<file path="src/hdl/fetch_config.svh">
`ifndef FETCH_CONFIG_SVH
`define FETCH_CONFIG_SVH

// fetch address width in bits
`define ADDR_W 32

`define ROM_WORDS 256
`define FIFO_DEPTH 16

// first fetch after reset
`define RESET_PC 32'h0000_0000

`endif

</file>
<file path="src/hdl/fetch_pkg.sv">
`include "fetch_config.svh"

package fetch_pkg;

    typedef struct packed {
        logic               invalid;  // fetch above memory depth
        logic [`ADDR_W-1:0] addr;
        logic [31:0]        data;
    } fifo_entry_t;

    typedef struct packed {
        logic        valid;
        fifo_entry_t entry;
    } issue_slot_t;

    typedef struct packed {
        logic               valid;
        logic [`ADDR_W-1:0] target;
    } redirect_t;

    typedef struct packed {
        logic               psel;
        logic               penable;
        logic               pwrite;
        logic [`ADDR_W-1:0] paddr;
        logic [31:0]        pwdata;
    } apb_req_t;

    typedef struct packed {
        logic pready;
        logic pslverr;
    } apb_rsp_t;

    typedef enum logic [2:0] {OP_ALU, OP_LOAD, OP_STORE, OP_BRANCH, OP_JUMP} op_class_e;

    function automatic op_class_e op_class_of(input logic [31:0] inst);
        logic [5:0] opcode;
        logic [5:0] funct;
        opcode = inst[31:26];
        funct  = inst[5:0];
        case (opcode)
            6'h00:                             // special, jr / jalr jump
                return (funct == 6'h08 || funct == 6'h09) ? OP_JUMP : OP_ALU;
            6'h01, 6'h04, 6'h05, 6'h06, 6'h07: return OP_BRANCH;
            6'h02, 6'h03:                      return OP_JUMP;
            6'h20, 6'h21, 6'h22, 6'h23, 6'h24, 6'h25, 6'h26: return OP_LOAD;
            6'h28, 6'h29, 6'h2a, 6'h2b, 6'h2e: return OP_STORE;
            default:                           return OP_ALU;
        endcase
    endfunction

endpackage

</file>
<file path="src/hdl/issue_ctrl.sv">
`timescale 1ns/10ps

module issue_ctrl import fetch_pkg::*; (
    input  fifo_entry_t head1,
    input  fifo_entry_t head2,
    input  logic        head1_valid,
    input  logic        head2_valid,
    input  logic        issue_stall,
    output logic        read_en1,
    output logic        read_en2,
    output logic        master_is_branch,
    output issue_slot_t slot1,
    output issue_slot_t slot2
);

    op_class_e  master_class;
    logic [5:0] master_op;
    logic [4:0] master_dst;
    logic       master_writes;
    logic [4:0] slave_rs;
    logic [4:0] slave_rt;
    logic       raw_hazard;
    logic       pair;

    assign master_class = op_class_of(head1.data);
    assign master_op    = head1.data[31:26];
    assign slave_rs     = head2.data[25:21];
    assign slave_rt     = head2.data[20:16];

    assign master_is_branch = head1_valid &&
                              (master_class == OP_BRANCH || master_class == OP_JUMP);

    // destination register of the master
    always_comb begin
        master_writes = 1'b0;
        master_dst    = head1.data[20:16];
        if (master_op == 6'h00) begin
            master_writes = master_class == OP_ALU;  // r-type writes rd
            master_dst    = head1.data[15:11];
        end else if (master_op[5:3] == 3'b001 || master_class == OP_LOAD) begin
            master_writes = 1'b1;  // immediate alu and loads write rt
        end
    end

    // r0 never creates a dependence
    assign raw_hazard = master_writes && (master_dst != 5'd0) &&
                        (slave_rs == master_dst || slave_rt == master_dst);

    assign pair = head2_valid && !master_is_branch && !raw_hazard;

    assign read_en1 = head1_valid && !issue_stall;
    assign read_en2 = read_en1 && pair;

    assign slot1 = '{valid: read_en1, entry: head1};
    assign slot2 = '{valid: read_en2, entry: head2};

endmodule

</file>
<file path="config.mk">
export PLATFORM = sky130hd
export DESIGN_NAME = issue_ctrl
export DESIGN_NICKNAME = d
export VERILOG_FILES = /design/src/hdl/fetch_pkg.sv /design/src/hdl/issue_ctrl.sv
export VERILOG_INCLUDE_DIRS = /design/src /design/src/hdl
export SDC_FILE = /design/constraint.sdc
export NUM_CORES = 1
export LEC_CHECK = 0
export ABC_AREA = 1
export BUFFER_PORTS_ARGS = -buffer_cell sky130_fd_sc_hd__clkbuf_2
export CAP_MARGIN = 40
export CELL_PAD_IN_SITES_DETAIL_PLACEMENT = 2
export CELL_PAD_IN_SITES_GLOBAL_PLACEMENT = 2
export CORE_MARGIN = 2
export CORE_UTILIZATION = 10
export DETAILED_ROUTE_END_ITERATION = 10
export PLACE_DENSITY = 0.87
export SLEW_MARGIN = 20
export SYNTH_ARGS = -nofsm -noshare
export SYNTH_HDL_FRONTEND = slang
export SYNTH_SLANG_ARGS = --single-unit
</file>
<file path="constraint.sdc">
create_clock -name vclk -period 1.5
set_clock_uncertainty 0.15 [all_clocks]
set_input_delay 0.225 -clock vclk [all_inputs]
set_output_delay 0.225 -clock vclk [all_outputs]
set_load 0.05 [all_outputs]
</file>
==> results by group <==
CTS
  – CTS Hold Bufs: 0

STA
  – Worst Max-Slew Pin Slew: about 0.36 ns
  – Final setup vio count: 3
  – Final WS setup: -0.601 ns
  – Rel. slew slack: 75.7%
  – Final Hold Violating Endpoints: 0
  – Crit path time final: 2.10 ns
  – Fmax: between 400 and 500 MHz
  – RSZ-0062 raised after global routing: yes
  – Sum of negative setup slack: -1.71 ns
  – Max Slew Vio Count: 0
  – Crit share post-route: 140%

Yosys
  – YS warnings: 0
  – Register area share after synthesis: 0%
  – Netlist cell types: 22
  – Synthesized area per cell: ~6.6 um^2
  – Area of the mapped netlist: ~1500 um^2
  – Synth Net Count: 363
  – Mapped Cells: 230

GRT
  – Initial antenna violation count: 0
  – Vias in the first global route: about 1,200
  – Largest net degree at the start of global routing: 11
  – Gr ovfl total: 0
  – First-pass GRT wire length: 6.60 mm
  – Total track usage: about 5.2%

Die
  – Initial core utilization: 10.3%
  – Die area: roughly 16,000 um^2
  – I/O pins: roughly 270
  – Area of the core: roughly 15,000 um^2
  – Chip height: 127 um
  – Site row count: 44
  – Die X: 127 um

Layout
  – NumNets Final: ~330
  – Fill count: between 1,500 and 2,000
  – FF+latch count: 0
  – Layout cells sized above 1: approximately 61%
  – Diode count: 0
  – Register area: 0 um^2
  – Final Cell Area: around 1500 um^2
  – Layout overhead on the synthesized area: -3.65%
  – Clk_buf instances: 0
  – Post-layout util: under 10%

Critical path
  – Worst EP arrival: about 1.7 ns
  – Worst Path Required: 1.12 ns
  – CP max FO: 7
  – Element type at the critical path end: primary output
  – Startpoint types: primary input
  – Crit Path Class: primary input to primary output

Routing
  – Via density: 3.02
  – TritonRoute pass-1 iters: 4
  – Iteration-0 DRC Markers: 18
  – WL/cell: about 12 um
  – Antenna-violating nets left: 0
  – DRC: 0
  – Drt total wl: between 4 and 5 mm
  – Vias: between 1,000 and 1,500

Placement
  – Final Wtd Congestion: between 0.6 and 0.7
  – Setup Slack @ Placement: -0.700 ns
  – Area post-placement: approximately 1300 um^2
  – IO Port Bufs: 70
  – Hpwl dp: 3.93 mm

Status
  – Failing checks: negative setup slack
  – Status: finished with violations

Power and ir drop
  – Reported leakage power: between 0.7 and 0.8 nW
  – Max VDD drop: between 0.07 and 0.08 mV
  – Power density over cell area: about 340 nW/um^2

Job
  – Max-cap viol count: 0

Min path
  – Beginning of the worst hold path: head1[10]
  – Hold Crit Endpoint: slot1[10]
  – HP Class: primary input to primary output
  – Worst Hold Depth: 0
area by class of cell:
cell class	instances	area (um^2)	share of cell area, %
multi-input cells	82	514	35.4
repair buffers	98	642	44.2
inverters	17	66.3	4.57
well taps	184	230	15.8
how the worst max path moves through the flow:
stage	end	depth (start not counted)	slack (ns)	startpoint
final	read_en2	13	-0.60	head1[28]
after global routing	read_en2	13	-0.72	head1[28]
after CTS	read_en2	10	-0.58	head1[29]
after detailed placement	read_en2	13	-0.70	head1[28]
after global placement	read_en2	13	-0.67	head1[28]
after floorplan	slot2[65]	12	-0.48	head1[28]
critical path: stages:
cell and delay (ns):
buf_8 0.10, nor2_4 0.25, nand2_4 0.11, nor2_8 0.19, nand2_4 0.07, nand2_2 0.07, nand2_1 0.05, nand2_1 0.06
nor2_1 0.05, nand3_1 0.08, nand2_2 0.08, a21oi_4 0.22, buf_8 0.18
stage by stage:
stage               power [W]  hold WS, ns  cells
floorplan             0.00105        0.403    230
global placement     0.000466        0.300    374
detailed placement   0.000472        0.300    374
CTS                  0.000489        0.300    378
global route         0.000533        0.300    381
finish               0.000496        0.300    381
power breakdown:
group | total, W | switching, W | internal [W]
Combinational | 0.000496 | 0.000334 | 0.000162
Clock | 0 | 0 | 0
Sequential | 0 | 0 | 0
synthesized netlist by cell type, types with 3 or more instances:
cell type,count,area (um^2)
nand3_1,17,85.1
buf_4,132,991
nand3b_1,4,30.0
nand2_2,5,31.3
nand2_1,30,113
nand4_1,3,18.8
inv_1,16,60.1
nor2_4,3,33.8
nor2_1,7,26.3
cells in the final DEF (no fill, tap or decap):
cell	netlist	routed
inv_4	0	1
nand2_1	30	27
nand3_2	0	1
xnor2_1	1	1
buf_4	132	25
clkbuf_2	0	64
nand3_4	1	2
buf_8	0	2
nand4_1	3	3
nand3_1	17	16
nand2_2	5	6
nor2_8	1	1
nand3b_1	4	4
buf_12	0	1
nor2_1	7	6
o21ai_4	0	1
nor3b_1	1	1
inv_2	1	1
a21oi_4	0	1
nor2_4	3	3
xor2_1	1	1
buf_6	0	4
nand2_4	1	3
clkbuf_8	0	1
clkbuf_16	0	1
a21oi_1	1	1
nor3_2	1	1
nor2_2	0	1
nor3_1	1	1
inv_1	16	15
o211ai_1	1	1
layer usage:
layer  vias to the layer above  part of all wire [%]  track usage (%)
li1                        517                     -                -
met1                       540                    39             6.01
met2                        63                    51             9.41
met3                        30                   6.8            0.801
met4                         0                   3.7             2.20
met5                         -                     0                0
cells by family (layout without fill, tap and decap cells):
kind of cell | after synthesis | count (layout) | synth area share (%)
simple gates | 75 | 76 | 27.1
xor+xnor | 2 | 2 | 1.16
buf+inv | 149 | 115 | 70.0
compound gates | 4 | 4 | 1.74
timing repair:
action                                  in CTS  in global routing
setup buffers                                4                  3
cloned                                       0                  1
gates resized for setup                     12                 16
endpoints found under the setup margin       3                  3
pin swaps                                    5                 11
(Power assumes the default switching activity.)
