--- config.mk ---
export PLATFORM = sky130hd
export DESIGN_NAME = fetch_pc_gen
export DESIGN_NICKNAME = d
export VERILOG_FILES = /design/src/hdl/fetch_pkg.sv /design/src/hdl/fetch_pc_gen.sv
export VERILOG_INCLUDE_DIRS = /design/src /design/src/hdl
export SDC_FILE = /design/constraint.sdc
export NUM_CORES = 1
export LEC_CHECK = 0
export ABC_AREA = 0
export BUFFER_PORTS_ARGS = -buffer_cell sky130_fd_sc_hd__buf_2
export CAP_MARGIN = 25
export CORE_ASPECT_RATIO = 1.1
export CORE_MARGIN = 3
export CORE_UTILIZATION = 46
export DETAILED_ROUTE_END_ITERATION = 10
export GPL_TIMING_DRIVEN = 0
export PLACE_DENSITY_LB_ADDON = 0.05
export SLEW_MARGIN = 20
export SYNTH_ARGS = -nofsm -noshare
export SYNTH_HDL_FRONTEND = slang
export SYNTH_SLANG_ARGS = --single-unit
--- constraint.sdc ---
create_clock -name clk -period 2.5 [get_ports clk]
set_clock_uncertainty 0.1 [all_clocks]
set_input_delay 0.25 -clock clk [delete_from_list [all_inputs] [get_ports clk]]
set_output_delay 0.25 -clock clk [all_outputs]
set_load 0.05 [all_outputs]
--- src/hdl/fetch_config.svh ---
`ifndef FETCH_CONFIG_SVH
`define FETCH_CONFIG_SVH

// fetch address width in bits
`define ADDR_W 32

`define ROM_WORDS 256
`define FIFO_DEPTH 16

// first fetch after reset
`define RESET_PC 32'h0000_0000

`endif

--- src/hdl/fetch_pkg.sv ---
`include "fetch_config.svh"

package fetch_pkg;

    typedef struct packed {
        logic               invalid;  // fetch above memory depth
        logic [`ADDR_W-1:0] addr;
        logic [31:0]        data;
    } fifo_entry_t;

    typedef struct packed {
        logic        valid;
        fifo_entry_t entry;
    } issue_slot_t;

    typedef struct packed {
        logic               valid;
        logic [`ADDR_W-1:0] target;
    } redirect_t;

    typedef struct packed {
        logic               psel;
        logic               penable;
        logic               pwrite;
        logic [`ADDR_W-1:0] paddr;
        logic [31:0]        pwdata;
    } apb_req_t;

    typedef struct packed {
        logic pready;
        logic pslverr;
    } apb_rsp_t;

    typedef enum logic [2:0] {OP_ALU, OP_LOAD, OP_STORE, OP_BRANCH, OP_JUMP} op_class_e;

    function automatic op_class_e op_class_of(input logic [31:0] inst);
        logic [5:0] opcode;
        logic [5:0] funct;
        opcode = inst[31:26];
        funct  = inst[5:0];
        case (opcode)
            6'h00:                             // special, jr / jalr jump
                return (funct == 6'h08 || funct == 6'h09) ? OP_JUMP : OP_ALU;
            6'h01, 6'h04, 6'h05, 6'h06, 6'h07: return OP_BRANCH;
            6'h02, 6'h03:                      return OP_JUMP;
            6'h20, 6'h21, 6'h22, 6'h23, 6'h24, 6'h25, 6'h26: return OP_LOAD;
            6'h28, 6'h29, 6'h2a, 6'h2b, 6'h2e: return OP_STORE;
            default:                           return OP_ALU;
        endcase
    endfunction

endpackage

--- src/hdl/fetch_pc_gen.sv ---
`timescale 1ns/10ps
`include "fetch_config.svh"

module fetch_pc_gen import fetch_pkg::*; (
    input  logic               clk,
    input  logic               rst,
    input  logic               fetch_en,
    input  logic               full,
    input  redirect_t          redirect,
    output logic               req_valid,
    output logic [`ADDR_W-1:0] req_pc,
    input  logic               resp_valid,
    output logic               stale
);

    logic [`ADDR_W-1:0] pc;
    logic               epoch;    // path tag, flips on every redirect
    logic               req_tag;  // path of the request in flight

    // hold while the queue has no room for a pair
    assign req_valid = fetch_en && !full;
    assign req_pc    = pc;

    always_ff @(posedge clk) begin
        if (rst) begin
            pc <= `RESET_PC;
        end else if (redirect.valid) begin
            pc <= redirect.target;
        end else if (req_valid) begin
            pc <= pc + `ADDR_W'(8);
        end
    end

    always_ff @(posedge clk) begin
        if (rst)
            epoch <= 1'b0;
        else if (redirect.valid)
            epoch <= !epoch;
    end

    always_ff @(posedge clk) begin
        if (rst)
            req_tag <= 1'b0;
        else if (req_valid)
            req_tag <= epoch;  // old path if issued in the redirect cycle
    end

    // response in the redirect cycle is old path too
    assign stale = resp_valid && (redirect.valid || (req_tag != epoch));

endmodule

==> results.sh <==
export IMPL_critical_path_endpoint_type="flop"
export IMPL_top_level_ports=72
export IMPL_yosysSeqAreaShare_pct=33.9
export IMPL_p_per_area_mw_per_mm2=533
export IMPL_drtIter0Drc=139
export IMPL_critical_path_class="reg -> reg"
export IMPL_antenna_diode_count=0
export IMPL_r2r_cells=5
export IMPL_cts_setup_buffers=0
export IMPL_place_congestion=0.872
export IMPL_worst_path_buf_inv=0
export IMPL_post_cts_resized_instances=0
export IMPL_clkLatencyLatePin_ns=0.29
export IMPL_placementRows=24
export IMPL_cp_slowest_cell="dfxtp_1"
export IMPL_antenna_found_initial=0
export IMPL_final_cell_area_mm2=0.00251
export IMPL_final_cells=379
export IMPL_drt_wl_total_mm=6.08
export IMPL_routed_via_count=2213
export IMPL_globalRoute_totalOverflow=0
export IMPL_critical_path_required_ns=2.55
export IMPL_critical_path_max_stage_delay_ns=0.44
export IMPL_syn_area_mm2=0.00201
export IMPL_die_width_um=69.0
export IMPL_slew_limit_headroom_pct=28.7
export IMPL_syn2layout_area_growth_pct=24.7
export IMPL_layout_min_cycle_time_ns=2.07
export IMPL_grt_max_degree=11
export IMPL_root_buffer="clkbuf_8"
export IMPL_grt_pass1_wl_mm=9.70
export IMPL_report_final_slew_viol_count=0
export IMPL_synthArstFlopShare_pct=0
export IMPL_worst_r2r_setup_slack_ns=0.43
export IMPL_max_cap_violations=0
export IMPL_netlist_instances=249
export IMPL_cts_sinks=34
export IMPL_layout_commonest_cell="buf_2"
export IMPL_post_route_drc_count=0
export IMPL_synthesis_area_per_instance_um2=8.07
export IMPL_final_hold_violation_count=0
export IMPL_cts_inserted_buffers=5
export IMPL_worst_ep_arrival_time_ns=2.13
export IMPL_ys_flop_type="dfxtp_1"
export IMPL_fin_nets=366
export IMPL_ctsHoldBuffers=0
export IMPL_synth_distinct_cells=52
export IMPL_yosysTopAreaCellShare_pct=33.9
export IMPL_worst_pin_slew_ns=1.05
export IMPL_synthTopCellsByArea="dfxtp_1 (34%), nor2_1 (6.5%), nand2_1 (4.7%)"
export IMPL_dieArea_mm2=0.00520
export IMPL_max_clock_path_buffers=2
export IMPL_crit_chain="ha_1 -> nand3b_1 -> nor4_1 -> nand2_1 -> a2111oi_0"
export IMPL_post_dp_hpwl_mm=4.55
export IMPL_start_util_pct=49.2
export IMPL_power_leakage_uw=0.00104
export IMPL_status="complete, no violations"
export IMPL_detailed_place_area_mm2=0.00243
export IMPL_sum_of_negative_setup_slack_ns=0
export IMPL_holdPathEnd="req_pc[0]$_SDFFE_PP0P_"
export IMPL_setup_violations_final=0
export IMPL_rr_endpoint="req_pc[15]$_SDFFE_PP0N_"
export IMPL_synth_top_area_cell="dfxtp_1"
export IMPL_place_detailed_instances=372
export IMPL_dieHeight_um=75.3
export IMPL_route_antenna_remaining_nets=0
export IMPL_hp_start="redirect[0]"
export IMPL_max_clock_freq_mhz=482
export IMPL_detail_route_wl_per_cell_um=16.0
export IMPL_worstPathMaxFanout=7
export IMPL_tritoncts="yes"
export IMPL_mostFrequentLayoutCells="buf_2 (73), nor2_1 (35), dfxtp_1 (34)"
export IMPL_final_util_pct=61.4
export IMPL_finalCritPeriodShare_pct=83.0
export IMPL_grt_total_usage_pct=23.3
export IMPL_vdd_ir_drop_worst_uv=277
export IMPL_drt_pre_antenna_iters=4
export IMPL_cts_htree_levels=2
export IMPL_drive_above_1_share_pct=26.9
export IMPL_critPathLaunchType="flop"
export IMPL_ys_ff_latch=34
export IMPL_whs_path_depth=3
export IMPL_rsz0062_at_grt="false"
export IMPL_hold_path_class="in -> reg"
export IMPL_syn_num_nets=288
export IMPL_clkTransAtPathRegs_ns=0.07
export IMPL_buffer_ports_inserted=71
export IMPL_synth_warnings=0
export IMPL_vias_per_cell=5.84
export IMPL_count_of_flip_flops_with_a_built_in_enable_after_synthesis=0
export IMPL_grt_pass1_vias=2003
export IMPL_cell_class_contributing_the_biggest_share_of_worst_path_delay="simple AND/OR/NAND/NOR gates"
export IMPL_core_area_mm2=0.00408
export IMPL_pre_cts_ws_ns=0.461
export IMPL_layout_setup_ws_ns=0.425
export IMPL_critical_path_reg2reg_startpoint="req_pc[3]$_SDFFE_PP0N_"
-- flip-flops by register name, indices dropped and copies added (netlist names) --
| register | count |
|---|---|
| req_tag | 1 |
| epoch | 1 |
| req_pc | 32 |
-- cell type report --
type                            count  area (um2)
Buffer                             14        62.6
Inverter                            8        30.0
Timing Repair Buffer               71         355
Fill cell                         414        1580
Clock buffer                        7        76.3
Tap cell                           52        65.1
Multi-Input combinational cell    193        1240
Sequential cell                    34         681
-- worst max path at each step --
stage | to | slack, ns | depth (start not counted) | from
after floorplan | req_pc[28]$_SDFFE_PP0N_ | 0.31 | 5 | req_pc[3]$_SDFFE_PP0N_
after global placement | req_pc[21]$_SDFFE_PP0N_ | 0.42 | 7 | full
after detailed placement | req_pc[21]$_SDFFE_PP0N_ | 0.46 | 7 | full
after CTS | req_pc[15]$_SDFFE_PP0N_ | 0.43 | 5 | req_pc[3]$_SDFFE_PP0N_
after global routing | req_pc[15]$_SDFFE_PP0N_ | 0.26 | 5 | req_pc[3]$_SDFFE_PP0N_
final | req_pc[15]$_SDFFE_PP0N_ | 0.43 | 5 | req_pc[3]$_SDFFE_PP0N_
-- stage by stage --
step,power (uW),hold slack [ns]
2_1_floorplan,855,0.295
3_3_place_gp,954,0.362
3_5_place_dp,957,0.376
4_1_cts,1340,0.101
5_1_grt,1400,0.117
6_report,1330,0.102
-- tightest hold or removal path, stage by stage --
cell and delay [ns]:
buf_2 0.08, mux2i_1 0.05, nor2_1 0.07
-- synthesized netlist by cell type, types with 6 or more instances --
library cell,count
a211oi_1,10
a311oi_1,9
clkbuf_1,8
dfxtp_1,34
inv_1,6
nand2_1,25
nand3_1,8
nand4_1,11
nor2_1,35
xnor2_1,9
-- report_power, final --
group | switching, uW | total, uW | leakage [uW] | internal (uW)
clock network | 197 | 389 | 0.0000383 | 192
logic | 224 | 318 | 0.000717 | 94.4
registers | 48.7 | 627 | 0.000282 | 578
-- kinds of logic (layout without fill, tap and decap cells) --
kind of cell	Yosys count	in the layout	synth area share, %
AND/OR/NAND/NOR	123	123	34.2
AO/OA/AOI/OAI	54	54	20.0
flip-flops	34	34	33.9
buffers and inverters	22	100	4.61
XOR/XNOR	12	12	5.23
multiplexers	3	3	1.49
adder cells (fa/ha/maj)	1	1	0.623
-- metal layers --
metal | wire length (um) | up-vias | share of wire, % | track usage, %
met2 | 2950 | 79 | 48 | 40.7
met1 | 2650 | 1026 | 44 | 29.4
met5 | 0 | - | 0 | 0
met4 | 50 | 0 | 0.82 | 6.72
li1 | - | 1102 | - | -
met3 | 428 | 6 | 7.0 | 4.88
Power figures use the tool's default switching activity.
