`config.mk`:
```
export PLATFORM = sky130hd
export DESIGN_NAME = inst_fifo
export DESIGN_NICKNAME = d
export VERILOG_FILES = /design/src/hdl/fetch_pkg.sv /design/src/hdl/inst_fifo.sv
export VERILOG_INCLUDE_DIRS = /design/src /design/src/hdl
export SDC_FILE = /design/constraint.sdc
export NUM_CORES = 2
export LEC_CHECK = 0
export BUFFER_PORTS_ARGS = -buffer_cell sky130_fd_sc_hd__buf_2
export CAP_MARGIN = 20
export CORE_AREA = 2 2 407 409
export CTS_BUF_LIST = sky130_fd_sc_hd__clkbuf_8
export DETAILED_ROUTE_END_ITERATION = 10
export DIE_AREA = 0 0 409 411
export PLACE_DENSITY = 0.58
export RECOVER_POWER = 100
export SLEW_MARGIN = 20
export SYNTH_ARGS = -nofsm -noshare
export SYNTH_HDL_FRONTEND = slang
export SYNTH_SLANG_ARGS = --single-unit
```
`constraint.sdc`:
```
create_clock -name clk -period 8.2 [get_ports clk]
set_clock_uncertainty 0.05 [all_clocks]
set_input_delay 0 -clock clk [delete_from_list [all_inputs] [get_ports clk]]
set_output_delay 0 -clock clk [all_outputs]
set_load 0.02 [all_outputs]
```
`src/hdl/fetch_config.svh`:
```
`ifndef FETCH_CONFIG_SVH
`define FETCH_CONFIG_SVH

// fetch address width in bits
`define ADDR_W 32

`define ROM_WORDS 256
`define FIFO_DEPTH 16

// first fetch after reset
`define RESET_PC 32'h0000_0000

`endif

```
`src/hdl/fetch_pkg.sv`:
```
`include "fetch_config.svh"

package fetch_pkg;

    typedef struct packed {
        logic               invalid;  // fetch above memory depth
        logic [`ADDR_W-1:0] addr;
        logic [31:0]        data;
    } fifo_entry_t;

    typedef struct packed {
        logic        valid;
        fifo_entry_t entry;
    } issue_slot_t;

    typedef struct packed {
        logic               valid;
        logic [`ADDR_W-1:0] target;
    } redirect_t;

    typedef struct packed {
        logic               psel;
        logic               penable;
        logic               pwrite;
        logic [`ADDR_W-1:0] paddr;
        logic [31:0]        pwdata;
    } apb_req_t;

    typedef struct packed {
        logic pready;
        logic pslverr;
    } apb_rsp_t;

    typedef enum logic [2:0] {OP_ALU, OP_LOAD, OP_STORE, OP_BRANCH, OP_JUMP} op_class_e;

    function automatic op_class_e op_class_of(input logic [31:0] inst);
        logic [5:0] opcode;
        logic [5:0] funct;
        opcode = inst[31:26];
        funct  = inst[5:0];
        case (opcode)
            6'h00:                             // special, jr / jalr jump
                return (funct == 6'h08 || funct == 6'h09) ? OP_JUMP : OP_ALU;
            6'h01, 6'h04, 6'h05, 6'h06, 6'h07: return OP_BRANCH;
            6'h02, 6'h03:                      return OP_JUMP;
            6'h20, 6'h21, 6'h22, 6'h23, 6'h24, 6'h25, 6'h26: return OP_LOAD;
            6'h28, 6'h29, 6'h2a, 6'h2b, 6'h2e: return OP_STORE;
            default:                           return OP_ALU;
        endcase
    endfunction

endpackage

```
`src/hdl/inst_fifo.sv`:
```
`timescale 1ns/10ps
`include "fetch_config.svh"

module inst_fifo import fetch_pkg::*; (
    input  logic        clk,
    input  logic        rst,
    input  redirect_t   flush,
    input  logic        stale,
    input  logic        write_en1,
    input  logic        write_en2,
    input  fifo_entry_t write_line1,
    input  fifo_entry_t write_line2,
    input  logic        read_en1,
    input  logic        read_en2,
    input  logic        master_is_branch,
    output fifo_entry_t head1,
    output fifo_entry_t head2,
    output logic        head1_valid,
    output logic        head2_valid,
    output logic        full,
    output logic        issue_delayslot
);

    localparam int PTR_W = $clog2(`FIFO_DEPTH);
    localparam int CNT_W = PTR_W + 1;

    fifo_entry_t lines [`FIFO_DEPTH];
    fifo_entry_t ds_line;

    logic [PTR_W-1:0] write_pointer;
    logic [PTR_W-1:0] read_pointer;
    logic [CNT_W-1:0] data_count;

    logic             wr1, wr2;
    logic             rd1, rd2;
    logic [CNT_W-1:0] wr_n, rd_n;
    logic [CNT_W-1:0] count_pend;

    logic ds_valid;  // delay slot waits in ds_line
    logic ds_pend;   // delay slot still to come from a stale response
    logic ds_arm;
    logic ds_take_head;
    logic ds_take_write;

    // stale writes never reach the buffer
    assign wr1 = write_en1 && !stale && !flush.valid;
    assign wr2 = write_en2 && !stale && !flush.valid;

    // pops hit the buffer only when the delay slot is not in front
    assign rd1 = read_en1 && !ds_valid && (data_count != '0);
    assign rd2 = read_en2 && rd1 && (data_count > CNT_W'(1));

    assign wr_n = CNT_W'(wr1) + CNT_W'(wr2);
    assign rd_n = CNT_W'(rd1) + CNT_W'(rd2);

    // the response landing this cycle is not counted yet
    assign count_pend = data_count + wr_n;
    assign full       = count_pend > CNT_W'(`FIFO_DEPTH - 2);

    always_comb begin
        if (ds_valid) begin
            head1       = ds_line;
            head1_valid = 1'b1;
            head2       = lines[read_pointer];
            head2_valid = 1'b0;  // delay slot issues alone
        end else begin
            head1       = lines[read_pointer];
            head1_valid = data_count != '0;
            head2       = lines[read_pointer + PTR_W'(1)];
            head2_valid = data_count > CNT_W'(1);
        end
    end

    always_ff @(posedge clk) begin
        if (wr1)
            lines[write_pointer] <= write_line1;
        if (wr2)
            lines[write_pointer + PTR_W'(wr1)] <= write_line2;
    end

    always_ff @(posedge clk) begin
        if (rst || flush.valid) begin
            write_pointer <= '0;
            read_pointer  <= '0;
            data_count    <= '0;
        end else begin
            write_pointer <= write_pointer + PTR_W'(wr_n);
            read_pointer  <= read_pointer + PTR_W'(rd_n);
            data_count    <= data_count + wr_n - rd_n;
        end
    end

    // branch left the queue without its slot
    always_ff @(posedge clk) begin
        if (rst)
            issue_delayslot <= 1'b0;
        else if (read_en1 && head1_valid)
            issue_delayslot <= master_is_branch && !read_en2;
    end

    // slot not issued in the flush cycle itself
    assign ds_arm = flush.valid && issue_delayslot && !read_en1 && !ds_valid && !ds_pend;

    assign ds_take_head  = ds_arm && (data_count != '0);
    assign ds_take_write = ((ds_arm && data_count == '0) || ds_pend) && write_en1 && stale;

    always_ff @(posedge clk) begin
        if (rst) begin
            ds_valid <= 1'b0;
            ds_pend  <= 1'b0;
        end else if (ds_take_head || ds_take_write) begin
            ds_valid <= 1'b1;
            ds_pend  <= 1'b0;
        end else if (ds_arm) begin
            ds_pend  <= 1'b1;  // queue empty, slot still in flight
        end else if (ds_valid && read_en1) begin
            ds_valid <= 1'b0;
        end
    end

    always_ff @(posedge clk) begin
        if (ds_take_head)
            ds_line <= lines[read_pointer];
        else if (ds_take_write)
            ds_line <= write_line1;
    end

endmodule

```
==> impl_metrics.ini <==
[logic_synthesis]
synth_cell_types = 54
avgSynthCellArea_um2 = 16.2
synth_area_um2 = 65100
synth_edf_count = 1105
yosys.area.top_type = edfxtp_1
ys_warn_count = 0
synth-seq-cells = 1121
synth-async-reset-ratio_pct = 0
synth_ff_type = edfxtp_1
synth_seq_area_share_pct = 51.4
ys_top_cells_by_area = edfxtp_1 (51%), mux4_2 (18%), mux2_2 (18%), a22o_1 (1.7%), clkbuf_1 (1.3%)
syn_nets = 4206
syn_inst = 4018
yosys.area.top_type_share_pct = 50.9

[finish]
utilization_pct = 44.8
syn_to_final_growth_pct = 12.7
nets = 4543
fin_cells = 6707
drive_gt1_share_pct = 45.0

[place]
dp_hpwl_mm = 116
gp_congestion = 0.772
portBuffers = 272
dpl.cell_count = 6103

[setup_path]
critPathLaunchType = input pin
max_stage_delay_ns = 2.31
arrival_ns = 7.43
reg2reg_depth = 7
path_cells = dlygate4sd3_1 > clkbuf_1 > nor3b_1 > ha_1 > ha_1 > nor3b_1 > o21ai_0 > clkbuf_2 > buf_4 > mux2_2
cp_max_fo = 37
r2r_setup_slack_ns = 1.52
cpMaxStageDelayCell = o21ai_0
end_kind = register
critPathRequiredTime_ns = 8.84
timing.rr.start = write_pointer[0]
setup.worst_path.class = input pin to register
worstReg2RegEnd = lines[9][3]

[status]
outcome = complete, but fails checks
failed_checks = max-capacitance violations, max-slew violations

[clock_tree]
cts_tree = built
h-tree-depth = 4
cts.path.max_buffers = 3
clock_sinks = 1121
cts_resized = 0
root_buffer = clkbuf_8
clk_pin_slew_ns = 0.06
clkLatencyLatePin_ns = 0.99
cts_buffers = 200

[floorplan]
core_area_um2 = 164000
die_h_um = 411
pin_count = 305
dieArea_um2 = 168000
fp.dieW_um = 409
num_rows = 149
start_util_pct = 39.7

[sta]
worst_pin_slew_ns = 4.66
setup_viol = 0
rsz0062_at_grt = false
final_hold_viol_count = 0
period_needed_ns = 6.79
finalSetupTns_ns = 0
slew_headroom_pct = -214
holdWs_ns = 0.0770
fin_crit_sh_pct = 82.8
fmax_mhz = 147
slew_viol_final = 1860

[detailed_routing]
wl_mm = 220
via_per_inst = 6.25
ant_nets = 0
vias = 41900
drcViolationCount = 0
avgRoutedWirePerCell_um = 32.8
drtPass1Iterations = 6
drt_iter0_drc = 4879

[run]
max-cap-violations = 58

[min_path]
hold_path_depth = 4
hp-class = input pin to register
hold_start = write_line1[12]
hold_path_end = ds_line[12]

[global_route]
track_usage_pct = 25.8
antenna_found_initial = 19
grt_pass1_wl_mm = 313
grt_max_degree = 137
grt_pass1_vias = 43100
grt_remaining_overflow = 0

[power]
power.leakage_uw = 0.0230
p_per_area_nw_per_um2 = 173
finalPower_uw = 12700
ir_drop_uv = 182
==> logic make-up after synthesis <==
logic type / Yosys count / synth area share [%]
multiplexers: 1626 / 37.0
flip-flops: 1121 / 51.4
buffers and inverters: 480 / 3.73
AO/OA/AOI/OAI: 433 / 4.93
AND/OR/NAND/NOR: 333 / 2.43
adder cells (fa/ha/maj): 17 / 0.373
XOR/XNOR: 8 / 0.119
==> cell usage after synthesis, drive strengths merged (66+ instances only) <==
cell,n
mux2,1040
clkbuf,226
nand2,140
buf,242
mux2i,66
mux4,520
edfxtp,1105
o21ai,143
nor2b,74
nor2,78
a22o,130
==> layout by cell type (no fill, tap or decap), types with 93 or more instances in the layout <==
master / instances
mux4_2: 520
buf_2: 152
clkbuf_1: 144
o21ai_0: 138
mux2_2: 1033
dlygate4sd3_1: 236
clkbuf_8: 206
inv_1: 93
a22o_1: 130
nand2_1: 140
edfxtp_1: 1105
==> flip-flops by register name, summed over array words and instances (netlist names) <==
signal           count
ds_line             65
data_count           5
ds_pend              1
issue_delayslot      1
write_pointer        4
lines             1040
read_pointer         4
ds_valid             1
==> through the flow <==
step / area [µm²] / setup slack [ns]
floorplan: 65100 / 2.13
detailed placement: 68000 / 3.39
finish: 73400 / 1.41
CTS: 73900 / 2.48
global placement: 68000 / 3.52
global route: 73400 / 1.30
==> report_power, final <==
part / leakage (µW) / switching, µW / internal [µW] / total, µW
Combinational: 0.0108 / 761 / 722 / 1480
Clock: 0.00211 / 2490 / 2360 / 4850
Sequential: 0.0101 / 24.7 / 6330 / 6360
Total: 0.0230 / 3270 / 9420 / 12700
==> critical path: cells and delay by family <==
kind                       cells  cell delay, ns
buffers and inverters          4            3.14
AOI/OAI and AO/OA              1            2.31
and+or+nand+nor                2            0.80
adders and majority gates      2            0.71
muxes                          1            0.39
==> worst max-delay path by stage <==
stage | start | end | slack (ns) | cells past startpoint
CTS | read_pointer[1] | head2[60] | 2.48 | 7
global route | stale | lines[9][3] | 1.30 | 10
global placement | stale | lines[6][42] | 3.52 | 10
detailed placement | flush[32] | lines[6][43] | 3.39 | 10
finish | stale | lines[9][3] | 1.41 | 10
floorplan | write_pointer[2] | lines[0][0] | 2.13 | 3
==> final cells by class <==
class	count	area [µm²]
fillers	14700	90500
flip-flops and latches	1121	33500
multi-input cells	2417	29300
repair buffers	603	4250
clock buffers	206	2840
well taps	2189	2740
clock inverters	148	714
inverters	12	45.0
diodes	11	27.5
==> repair_timing <==
item / CTS / global route
hold buffers: 236 / 0
hold endpoints to repair: 1159 / 0
setup buffers: 0 / 0
==> metal layers <==
layer,vias up,share of wire [%],global-route usage [%]
met5,-,0.036,0
met4,12,3.0,8.04
met3,414,8.0,4.94
met2,1927,48,42.7
met1,22400,41,34.5
li1,17200,-,-
Power figures use the tool's default switching activity.
